$ cat src/logic/bcache_pkg.sv
`default_nettype none

package bcache_pkg;

  // one direct-mapped cache per basic-block client
  localparam int NUM_CLIENTS  = 3;
  localparam int CLIENT_IDX_W = $clog2(NUM_CLIENTS);

  localparam int DATA_W = 8;
  localparam int ADDR_W = 16;

  // word address layout is {tag, line, word}
  localparam int WORD_SEL_W      = 2;
  localparam int LINE_SEL_W      = 3;
  localparam int WORDS_PER_BLOCK = 2 ** WORD_SEL_W;
  localparam int NUM_LINES       = 2 ** LINE_SEL_W;
  localparam int BLOCK_ADDR_W    = ADDR_W - WORD_SEL_W;
  localparam int TAG_W           = BLOCK_ADDR_W - LINE_SEL_W;
  localparam int BLOCK_W         = DATA_W * WORDS_PER_BLOCK;

  // coefficients of the memory contents rule
  localparam logic [DATA_W-1:0] ROM_MUL = 8'h9d;
  localparam logic [DATA_W-1:0] ROM_ADD = 8'h5b;

  // block fetch announced to every cache in the grant cycle
  typedef struct packed {
    logic                    valid;
    logic [BLOCK_ADDR_W-1:0] addr;
  } fill_bcast_t;

  // word 0 sits in the lowest bits
  typedef logic [WORDS_PER_BLOCK-1:0][DATA_W-1:0] block_t;

  // contents of the read-only store at one word address
  function automatic logic [DATA_W-1:0] block_word(input logic [ADDR_W-1:0] word_addr);
    logic [DATA_W-1:0] low;
    low = word_addr[DATA_W-1:0];
    return low * ROM_MUL + ROM_ADD;
  endfunction

endpackage

`default_nettype wire
$ cat src/logic/bcache_top.sv
`default_nettype none

module bcache_top (
  input  logic                                                    clk,
  input  logic                                                    rst,
  input  logic [bcache_pkg::NUM_CLIENTS-1:0]                      req_valid,
  input  logic [bcache_pkg::NUM_CLIENTS-1:0][bcache_pkg::ADDR_W-1:0] req_addr,
  output logic [bcache_pkg::NUM_CLIENTS-1:0]                      req_ready,
  output logic [bcache_pkg::NUM_CLIENTS-1:0][bcache_pkg::DATA_W-1:0] rd_data
);

  // shared fill path
  logic [bcache_pkg::NUM_CLIENTS-1:0]                            miss_valid;
  logic [bcache_pkg::NUM_CLIENTS-1:0][bcache_pkg::BLOCK_ADDR_W-1:0] miss_addr;
  logic [bcache_pkg::NUM_CLIENTS-1:0]                            grant;
  bcache_pkg::fill_bcast_t                                       bcast;
  bcache_pkg::block_t                                            fill_data;

  for (genvar i = 0; i < bcache_pkg::NUM_CLIENTS; i++)
  begin : g_cache
    bcache_line_store u_cache (
      .clk        (clk),
      .rst        (rst),
      .req_valid  (req_valid[i]),
      .req_addr   (req_addr[i]),
      .grant      (grant[i]),
      .bcast      (bcast),
      .fill_data  (fill_data),
      .req_ready  (req_ready[i]),
      .rd_data    (rd_data[i]),
      .miss_valid (miss_valid[i]),
      .miss_addr  (miss_addr[i])
    );
  end

  bcache_fill_arbiter u_arbiter (
    .clk        (clk),
    .rst        (rst),
    .miss_valid (miss_valid),
    .miss_addr  (miss_addr),
    .grant      (grant),
    .bcast      (bcast)
  );

  bcache_block_rom u_rom (
    .clk       (clk),
    .rst       (rst),
    .bcast     (bcast),
    .fill_data (fill_data)
  );

endmodule

`default_nettype wire

$ cat src/logic/bcache_block_rom.sv
`default_nettype none

module bcache_block_rom (
  input  logic                    clk,
  input  logic                    rst,
  input  bcache_pkg::fill_bcast_t bcast,
  output bcache_pkg::block_t      fill_data
);

  // block address of the last granted fetch
  logic [bcache_pkg::BLOCK_ADDR_W-1:0] addr_q;

  always_ff @(posedge clk)
  begin
    if (rst)
    begin
      addr_q <= '0;
    end
    else if (bcast.valid)
    begin
      addr_q <= bcast.addr;
    end
  end

  // whole block, one word per lane, from the contents rule
  always_comb
  begin
    for (int w = 0; w < bcache_pkg::WORDS_PER_BLOCK; w++)
    begin
      fill_data[w] = bcache_pkg::block_word({addr_q, bcache_pkg::WORD_SEL_W'(w)});
    end
  end

endmodule

`default_nettype wire

$ cat src/logic/bcache_fill_arbiter.sv
`default_nettype none

module bcache_fill_arbiter (
  input  logic                                                          clk,
  input  logic                                                          rst,
  input  logic [bcache_pkg::NUM_CLIENTS-1:0]                            miss_valid,
  input  logic [bcache_pkg::NUM_CLIENTS-1:0][bcache_pkg::BLOCK_ADDR_W-1:0] miss_addr,
  output logic [bcache_pkg::NUM_CLIENTS-1:0]                            grant,
  output bcache_pkg::fill_bcast_t                                       bcast
);

  // client with the highest priority this cycle
  logic [bcache_pkg::CLIENT_IDX_W-1:0] ptr_q;

  logic                                found;
  logic [bcache_pkg::CLIENT_IDX_W-1:0] winner;

  // first missing cache at or after the pointer, wrapping around
  always_comb
  begin
    found  = 1'b0;
    winner = '0;
    for (int k = 0; k < bcache_pkg::NUM_CLIENTS; k++)
    begin
      if (!found && miss_valid[(int'(ptr_q) + k) % bcache_pkg::NUM_CLIENTS])
      begin
        found  = 1'b1;
        winner = bcache_pkg::CLIENT_IDX_W'((int'(ptr_q) + k) % bcache_pkg::NUM_CLIENTS);
      end
    end
  end

  always_comb
  begin
    grant         = '0;
    grant[winner] = found;
  end

  // winner's block goes to the ROM and to every cache
  assign bcast = '{valid: found, addr: miss_addr[winner]};

  always_ff @(posedge clk)
  begin
    if (rst)
    begin
      ptr_q <= '0;
    end
    else if (found)
    begin
      // move past the winner so it has the lowest priority next time
      if (winner == bcache_pkg::CLIENT_IDX_W'(bcache_pkg::NUM_CLIENTS - 1))
      begin
        ptr_q <= '0;
      end
      else
      begin
        ptr_q <= winner + 1'b1;
      end
    end
  end

  grant_onehot0: assert property (
    @(posedge clk) disable iff (rst)
    $onehot0(grant)
  );

endmodule

`default_nettype wire

$ cat src/logic/bcache_line_store.sv
`default_nettype none

module bcache_line_store (
  input  logic                                clk,
  input  logic                                rst,
  input  logic                                req_valid,
  input  logic [bcache_pkg::ADDR_W-1:0]       req_addr,
  input  logic                                grant,
  input  bcache_pkg::fill_bcast_t             bcast,
  input  bcache_pkg::block_t                  fill_data,
  output logic                                req_ready,
  output logic [bcache_pkg::DATA_W-1:0]       rd_data,
  output logic                                miss_valid,
  output logic [bcache_pkg::BLOCK_ADDR_W-1:0] miss_addr
);

  typedef enum logic [1:0] {
    ST_IDLE,
    ST_FETCH,
    ST_BCAST_FILL
  } state_t;

  state_t state_q;
  state_t state_d;

  // line storage with its tags and presence bits
  logic [bcache_pkg::BLOCK_W-1:0]   content [bcache_pkg::NUM_LINES];
  logic [bcache_pkg::TAG_W-1:0]     tag_mem [bcache_pkg::NUM_LINES];
  logic [bcache_pkg::NUM_LINES-1:0] present;

  // registered line read, gives the one cycle hit latency
  logic [bcache_pkg::BLOCK_W-1:0] line_q;

  // request address fields
  logic [bcache_pkg::WORD_SEL_W-1:0] word_in;
  logic [bcache_pkg::LINE_SEL_W-1:0] line_sel_in;
  logic [bcache_pkg::TAG_W-1:0]      tag_in;

  // broadcast address fields
  logic [bcache_pkg::LINE_SEL_W-1:0] bc_line;
  logic [bcache_pkg::TAG_W-1:0]      bc_tag;

  // fields saved for the fill cycle
  logic [bcache_pkg::WORD_SEL_W-1:0] word_q;
  logic [bcache_pkg::WORD_SEL_W-1:0] word_d;
  logic [bcache_pkg::LINE_SEL_W-1:0] line_sel_q;
  logic [bcache_pkg::LINE_SEL_W-1:0] line_sel_d;
  logic [bcache_pkg::TAG_W-1:0]      tag_q;
  logic [bcache_pkg::TAG_W-1:0]      tag_d;

  logic hit;
  logic need_fill;
  logic fill_ok;

  assign word_in     = req_addr[0 +: bcache_pkg::WORD_SEL_W];
  assign line_sel_in = req_addr[bcache_pkg::WORD_SEL_W +: bcache_pkg::LINE_SEL_W];
  assign tag_in      = req_addr[bcache_pkg::ADDR_W-1 -: bcache_pkg::TAG_W];

  assign bc_line = bcast.addr[0 +: bcache_pkg::LINE_SEL_W];
  assign bc_tag  = bcast.addr[bcache_pkg::BLOCK_ADDR_W-1 -: bcache_pkg::TAG_W];

  // block address of the request, forwarded to the fill path on a miss
  assign miss_addr = req_addr[bcache_pkg::ADDR_W-1 -: bcache_pkg::BLOCK_ADDR_W];

  assign hit       = present[line_sel_in] && (tag_mem[line_sel_in] == tag_in);
  assign need_fill = req_valid && !hit;

  // served either by our own grant or by someone else fetching the same block
  assign fill_ok = grant || (bcast.valid && (bcast.addr == miss_addr));

  always_ff @(posedge clk)
  begin
    if (rst)
    begin
      state_q <= ST_IDLE;
      present <= '0;
    end
    else
    begin
      state_q <= state_d;
      if (state_q != ST_IDLE)
      begin
        present[line_sel_q] <= 1'b1;
      end
    end
  end

  always_ff @(posedge clk)
  begin
    word_q     <= word_d;
    line_sel_q <= line_sel_d;
    tag_q      <= tag_d;
    line_q     <= content[line_sel_in];
    // fill_data belongs to the broadcast of the previous cycle
    if (state_q != ST_IDLE)
    begin
      tag_mem[line_sel_q] <= tag_q;
      content[line_sel_q] <= fill_data;
    end
  end

  always_comb
  begin
    state_d    = state_q;
    word_d     = word_q;
    line_sel_d = line_sel_q;
    tag_d      = tag_q;
    req_ready  = 1'b0;
    miss_valid = 1'b0;
    rd_data    = line_q[word_q*bcache_pkg::DATA_W +: bcache_pkg::DATA_W];

    case (state_q)
      ST_IDLE:
      begin
        word_d     = word_in;
        line_sel_d = line_sel_in;
        tag_d      = tag_in;
        req_ready  = req_valid && hit;
        miss_valid = need_fill;
        if (need_fill && fill_ok)
        begin
          state_d   = ST_FETCH;
          req_ready = 1'b1;
        end
        else if (bcast.valid && !present[bc_line])
        begin
          // prefill an empty line from a block someone else asked for
          line_sel_d = bc_line;
          tag_d      = bc_tag;
          state_d    = ST_BCAST_FILL;
        end
      end
      ST_FETCH:
      begin
        // bypass the store, the line is written at the end of this cycle
        state_d = ST_IDLE;
        rd_data = fill_data[word_q];
      end
      ST_BCAST_FILL:
      begin
        state_d = ST_IDLE;
      end
      default:
      begin
        state_d = ST_IDLE;
      end
    endcase
  end

  ready_needs_valid: assert property (
    @(posedge clk) disable iff (rst)
    req_ready |-> req_valid
  );

  miss_only_when_idle: assert property (
    @(posedge clk) disable iff (rst)
    miss_valid |-> (state_q == ST_IDLE)
  );

endmodule

`default_nettype wire

$ cat config.mk
export PLATFORM = sky130hd
export DESIGN_NAME = bcache_top
export DESIGN_NICKNAME = d
export VERILOG_FILES = /design/src/logic/bcache_pkg.sv /design/src/logic/bcache_top.sv /design/src/logic/bcache_block_rom.sv /design/src/logic/bcache_fill_arbiter.sv /design/src/logic/bcache_line_store.sv
export SDC_FILE = /design/constraint.sdc
export NUM_CORES = 1
export LEC_CHECK = 0
export BUFFER_PORTS_ARGS = -buffer_cell sky130_fd_sc_hd__buf_2
export CAP_MARGIN = 20
export CORE_ASPECT_RATIO = 1.1
export CORE_MARGIN = 3
export CORE_UTILIZATION = 45
export CTS_CLUSTER_SIZE = 24
export DETAILED_ROUTE_END_ITERATION = 10
export PLACE_DENSITY = 0.7
export SETUP_SLACK_MARGIN = 0.02
export SYNTH_ARGS = -nofsm -noshare
export SYNTH_HDL_FRONTEND = slang
export SYNTH_SLANG_ARGS = --single-unit
$ cat constraint.sdc
create_clock -name clk -period 7.8 [get_ports clk]
set_clock_uncertainty 0.2 [all_clocks]
set_input_delay 0.78 -clock clk [delete_from_list [all_inputs] [get_ports clk]]
set_output_delay 0.78 -clock clk [all_outputs]
set_load 0.03 [all_outputs]
* Word level (Yosys, flattened, before mapping)
Memory sizes are Yosys's and may differ from the RTL's. A register that Yosys moved wholly into a read port is not among the register bits.
Index checks and enable logic that the tools add are counted.
** Storage, ports and cells
- Register bits :: 86
- Latch bits :: 0
- Memory bits (writable) :: 1032
- Memory bits (read-only) :: 0
- Bits of input ports :: 53
- Output and inout port bits :: 27
- Word-level logic and storage cells :: 208
- Memories :: 6
** Operators by class
- Add/sub/neg operators :: 7
- $mul :: 4
- Div/mod/pow operators :: 3
- Magnitude comparators :: 18
- Equality and inequality tests :: 10
- Shift operators :: 3
- Muxes and demuxes :: 80
- Bitwise logic cells :: 7
- Reduce and logical (&&, ||, !) cells :: 50
** Memory list
- g_cache[0].u_cache.content :: words 8, width 32, read ports 1, clocked after Yosys merged registers in 1, wr ports 1, line bcache_line_store.sv:27 : logic [bcache_pkg::BLOCK_W-1:0] content [bcache_pkg::NUM_LINES];
- g_cache[1].u_cache.content :: words 8, width 32, read ports 1, clocked after Yosys merged registers in 1, wr ports 1, line bcache_line_store.sv:27
- g_cache[2].u_cache.content :: words 8, width 32, read ports 1, clocked after Yosys merged registers in 1, wr ports 1, line bcache_line_store.sv:27
- g_cache[0].u_cache.tag_mem :: words 8, width 11, read ports 1, clocked after Yosys merged registers in 0, wr ports 1, line bcache_line_store.sv:28 : logic [bcache_pkg::TAG_W-1:0] tag_mem [bcache_pkg::NUM_LINES];
- g_cache[1].u_cache.tag_mem :: words 8, width 11, read ports 1, clocked after Yosys merged registers in 0, wr ports 1, line bcache_line_store.sv:28
- g_cache[2].u_cache.tag_mem :: words 8, width 11, read ports 1, clocked after Yosys merged registers in 0, wr ports 1, line bcache_line_store.sv:28
** Operators by type and width (count)
- $lt A32 B4 Y1 const B :: 3
- $shiftx A32 B6 Y8 :: 3
- $mux W11 :: 6
- $mod A32 B3 Y32 const B :: 2
- $bmux W8 S2 :: 3
- $mux W8 :: 6
- $eq A14 B14 Y1 :: 3
- $mux W1 :: 40
- $eq A11 B11 Y1 :: 3
- $add A8 B7 Y8 const B :: 4
- $mod A3 B3 Y32 const B :: 1
- $bmux W14 S2 :: 1
- $lt A3 B4 Y1 const B :: 7
- $logic_and A1 B1 Y1 :: 24
- $or A8 B8 Y8 :: 3
- $bmux W1 S3 :: 6
- $mux W3 :: 6
- $mul A8 B8 Y8 const B :: 2
- $mux W14 :: 1
- $lt A2 B3 Y1 const B :: 4
- $reduce_bool A2 Y1 :: 6
- $demux W1 S3 :: 3
- $ge A3 B1 Y1 const B :: 3
- $reduce_or A3 Y1 :: 3
- 17 further kinds :: 39

* Longest topological paths before layout
- Word-level depth :: 25
- Mapped depth :: 20
- Mapped depth without buffers :: 19

* By module
A second synthesis with hierarchy kept.
** Unflattened totals
- Cells, all modules :: 2969
- Area, all modules :: 51364.3 um^2
** Modules (own cells, without submodules)
- bcache_line_store (g_cache[0].u_cache ...) :: times used 2, cells an instance 896, area an instance 16223.1 um^2, sequential area each 11651.2 um^2
- bcache_line_store (g_cache[2].u_cache) :: times used 1, cells an instance 887, area an instance 16387.0 um^2, sequential area each 11651.2 um^2
- bcache_block_rom :: times used 1, cells an instance 138, area an instance 1311.3 um^2, sequential area each 120.1 um^2
- bcache_fill_arbiter :: times used 1, cells an instance 152, area an instance 1219.9 um^2, sequential area each 40.0 um^2

* Least setup slack after synthesis
No wires, ideal clock.
- Path type :: register -> output
- Start point :: register u_rom.addr_q[0] (netlist bit)
- End point :: output port rd_data[7] (netlist bit)
- Arrival :: 5.877 ns
- Data required time :: 6.820 ns
- Setup slack :: 0.943 ns
- Stages on the path, launching flop included :: 21
- Path buffers :: 1
- Path through :: dfxtp_1 > inv_1 > fa_1 > clkbuf_1 > inv_1 > ha_1 > inv_1 > fa_1 > inv_1 > ha_1 > ha_1 > inv_1 > nor4_1 > a21oi_1 > o21ai_0 > xnor2_1 > inv_1 > a21oi_1 > o21ai_0 > o22ai_1 > nor2_1
** RTL lines
- from (decl) :: line bcache_block_rom.sv:11 : logic [bcache_pkg::BLOCK_ADDR_W-1:0] addr_q;
- from (signal assigned) :: line bcache_block_rom.sv:21 : addr_q <= bcast.addr;
- to (decl) :: line bcache_top.sv:9 : output logic [bcache_pkg::NUM_CLIENTS-1:0][bcache_pkg::DATA_W-1:0] rd_data

==> impl_metrics.json <==
{
  "outcome": "finished clean",
  "arrival_ns": 6.24,
  "min_period_ns": 7.22,
  "max_freq_mhz": 138,
  "start_kind": "flop",
  "first_iter_violations": 1855,
  "cp.required_ns": 6.82,
  "synth_compound_area_share_pct": 4.48,
  "numCtsBuffers": 90,
  "rsz0062_at_grt": "false",
  "cts.sinks": 917,
  "setup_violations": 0,
  "grt_max_degree": 51,
  "fillers": 6791,
  "finalHoldViolCount": 0,
  "cts-root-buf": "clkbuf_16",
  "port_buffers": 79,
  "cts-htree-levels": 3,
  "grt_util_met3_pct": 2.73,
  "cts.reportedPaths.clkPinSlew_ns": 0.06,
  "cts.hold.buffers_added": 0,
  "p_leak_nw": 14.9,
  "io_pins": 80,
  "power.internal_mw": 14.0,
  "syn-num-nets": 2401,
  "routed_wl_um": 92800,
  "cpPeakStageDelay_ns": 0.61,
  "synth_top_family_by_area": "multiplexers",
  "worstPathMaxFanout": 31,
  "fin_setup_tns_ns": 0,
  "via_count": 21042,
  "area_growth_pct": 12.6,
  "cts_setup_buffers": 0,
  "gp_congestion": 0.941,
  "critPathTopFamily": "adder cells",
  "async_flop_share_pct": 0,
  "yosys.area_share.simple_pct": 5.49,
  "ctsResizeCount": 0,
  "crit_top_cell": "inv_1",
  "grt_use_met1_pct": 27.9,
  "synth_seq_cells": 917,
  "yosysSeqAreaShare_pct": 69.1,
  "synth_common_cells": "edfxtp_1, nand2_1, mux4_2",
  "fin_crit_sh_pct": 92.6,
  "path_cells": "inv_1, fa_1, buf_4, inv_1, ha_1, inv_1, fa_1, inv_1, ha_1, ha_1, inv_1, nor4_1, a21oi_1, o21ai_0, xnor2_1, inv_1, a21oi_1, o21ai_0, o22ai_1, nor2_1, buf_2",
  "p_sw_share_pct": 36.9,
  "synth_area_leader_cell": "edfxtp_1",
  "first_pass_iters": 5,
  "ys.flop_type": "edfxtp_1",
  "die-area_mm2": 0.0888,
  "slew_violations": 0,
  "worst-path-buf-inv": 8,
  "power.switching_mw": 8.18,
  "yosys.area.top_type_share_pct": 63.8,
  "first_global_vias": 22040,
  "synthMuxAreaShare_pct": 15.4,
  "gr-total-overflow": 0,
  "start_util_pct": 45.8,
  "clk_path_buf_depth": 3,
  "pwr_density_cell_mw_per_mm2": 512,
  "worstMarginPinSlew_ns": 1.08,
  "core_mm2": 0.0839,
  "ys_warn_count": 0,
  "crit_type": "flop to output port",
  "hold_ws_ns": 0.0934,
  "p_comb_share_pct": 35.9,
  "grt.met2_usage_pct": 35.7,
  "synth_fa_ha_area_share_pct": 1.55,
  "yosys.cell_count.top_type": "edfxtp_1",
  "grt_pass1_wl_um": 141000,
  "antenna_found_initial": 1,
  "hpwlAfterDp_um": 58100,
  "synth.area.top_cells": "edfxtp_1, mux4_2, dfxtp_1",
  "avgSynthCellArea_um2": 16.7,
  "drtAntennaViolNets": 0,
  "syn_area_mm2": 0.0384,
  "remaining_drc_errors": 0,
  "die_w_um": 284,
  "slowest_stage": "inv_1",
  "nets": 2513,
  "fp-row-count": 111,
  "hold_class": "input port to flop",
  "ys_types": 83,
  "tritoncts": "yes",
  "cp-end-kind": "output port",
  "synth_xor_area_share_pct": 1.64,
  "die_y_um": 312,
  "synth_enable_flop_cells": 816,
  "drive_above_1_share_pct": 23.7,
  "insertion_delay_ns": 0.67,
  "p_seq_share_pct": 44.7,
  "grt_busiest_layer": "met2",
  "grt_usage_pct": 21.0,
  "max-cap-violations": 0,
  "synth_cells": 2304,
  "wl_per_cell_um": 25.6,
  "power_frac_clock_pct": 19.4,
  "peakVddDrop_mv": 1.13,
  "via_per_inst": 5.81,
  "slew_headroom_pct": 27.3
}
cell families (layout without fill, tap and decap cells):
kind of cell               after synthesis  in the layout
and+or+nand+nor                        479            479
adders and majority gates               44             44
AOI/OAI and AO/OA                      243            243
other                                    0              1
xor gates and xnor gates                72             72
muxes                                  350            350
DFF                                    917            917
buffers and inverters                  199            387
routing by layer:
metal	part of all wire (%)	vias to the layer above
met1	41	10957
met2	50	776
met3	5.6	166
met5	0	-
met4	3.2	0
li1	-	9143
registers in the layout, indices dropped and copies added, names as in the netlist:
| name | cells |
|---|---|
| u_arbiter.ptr_q | 2 |
| g_cache.u_cache.content | 504 |
| u_rom.addr_q | 6 |
| g_cache.u_cache.state_q | 6 |
| g_cache.u_cache.present | 24 |
| g_cache.u_cache.line_q | 63 |
| g_cache.u_cache.tag_mem | 264 |
| g_cache.u_cache.line_sel_q | 9 |
| g_cache.u_cache.word_q | 6 |
| g_cache.u_cache.tag_q | 33 |
worst reg2reg max path: stages, from the launching register on:
cell       delay, ns
edfxtp_1        0.37
mux4_2          0.46
mux2i_1         0.17
xnor2_1         0.14
o2111ai_1       0.13
nor4_1          0.84
a211oi_1        0.18
buf_4           0.20
or3_1           0.46
buf_4           0.30
a31oi_4         0.64
mux2i_1         0.28
mux2i_1         0.13
mux2i_1         0.29
nand4_4         0.34
mux2_2          0.41
cell usage in the layout (no fill, tap or decap), drive strengths merged, types with 8 or more instances in the layout:
cell    instances
o21ba          12
nor2           90
clkbuf        119
nand3          17
xnor2          54
dfxtp         101
o22ai          24
nor3           22
a221oi         19
a22o            9
nor2b           9
nor4           12
ha             38
edfxtp        816
a211oi          8
mux2i         103
mux4          181
a31oi          18
o21ai          52
nand2b         22
inv            77
nand4          11
mux2           66
a21oi          44
nand2         275
xor2           18
buf           145
clkinv         38
stage by stage:
step	instances	instance area, µm²	setup slack [ns]	total power [mW]	util [%]
floorplan	2304	38400	0.943	15.2	-
global placement	3453	40300	0.951	17.8	48.0
detailed placement	3454	40300	0.971	17.9	48.0
CTS	3622	43200	0.473	22.3	51.5
global route	3623	43200	0.0497	22.9	51.5
finish	3623	43200	0.579	22.1	51.5
area by class of cell:
class / count / area, µm² / share of cell area (%)
Multi-Input combinational cell: 1188 / 11100 / 25.8
Tap cell: 1130 / 1410 / 3.27
Antenna cell: 1 / 2.50 / 0.00579
Clock inverter: 49 / 505 / 1.17
Timing Repair Buffer: 145 / 898 / 2.08
Inverter: 74 / 278 / 0.643
Sequential cell: 917 / 26500 / 61.4
Clock buffer: 119 / 2460 / 5.69
worst paths after layout:
check / start / endpoint / slack (ns) / depth (start not counted)
worst max-delay path: u_rom.addr_q[2]$_SDFFE_PP0P_ / rd_data[7] / 0.58 / 21
worst min-delay path: req_addr[33] / g_cache[2].u_cache.word_q[1]$_DFFE_PN_ / 0.09 / 1
worst max register to register: g_cache[1].u_cache.tag_mem[2][6]$_DFFE_PP_ / g_cache[2].u_cache.tag_q[9]$_DFFE_PN_ / 2.01 / 15
worst min register to register: g_cache[1].u_cache.present[7]$_SDFFE_PP0P_ / g_cache[1].u_cache.present[7]$_SDFFE_PP0P_ / 0.31 / 2
power groups by stage:
stage	clock network [mW]	logic, mW	registers (mW)
6_report	4.29	7.95	9.90
5_1_grt	4.58	8.48	9.88
4_1_cts	4.37	8.02	9.86
3_5_place_dp	0	7.99	9.95
3_3_place_gp	0	7.81	10.0
2_1_floorplan	0	5.08	10.1
No activity file was read; power rests on OpenSTA's default activity.
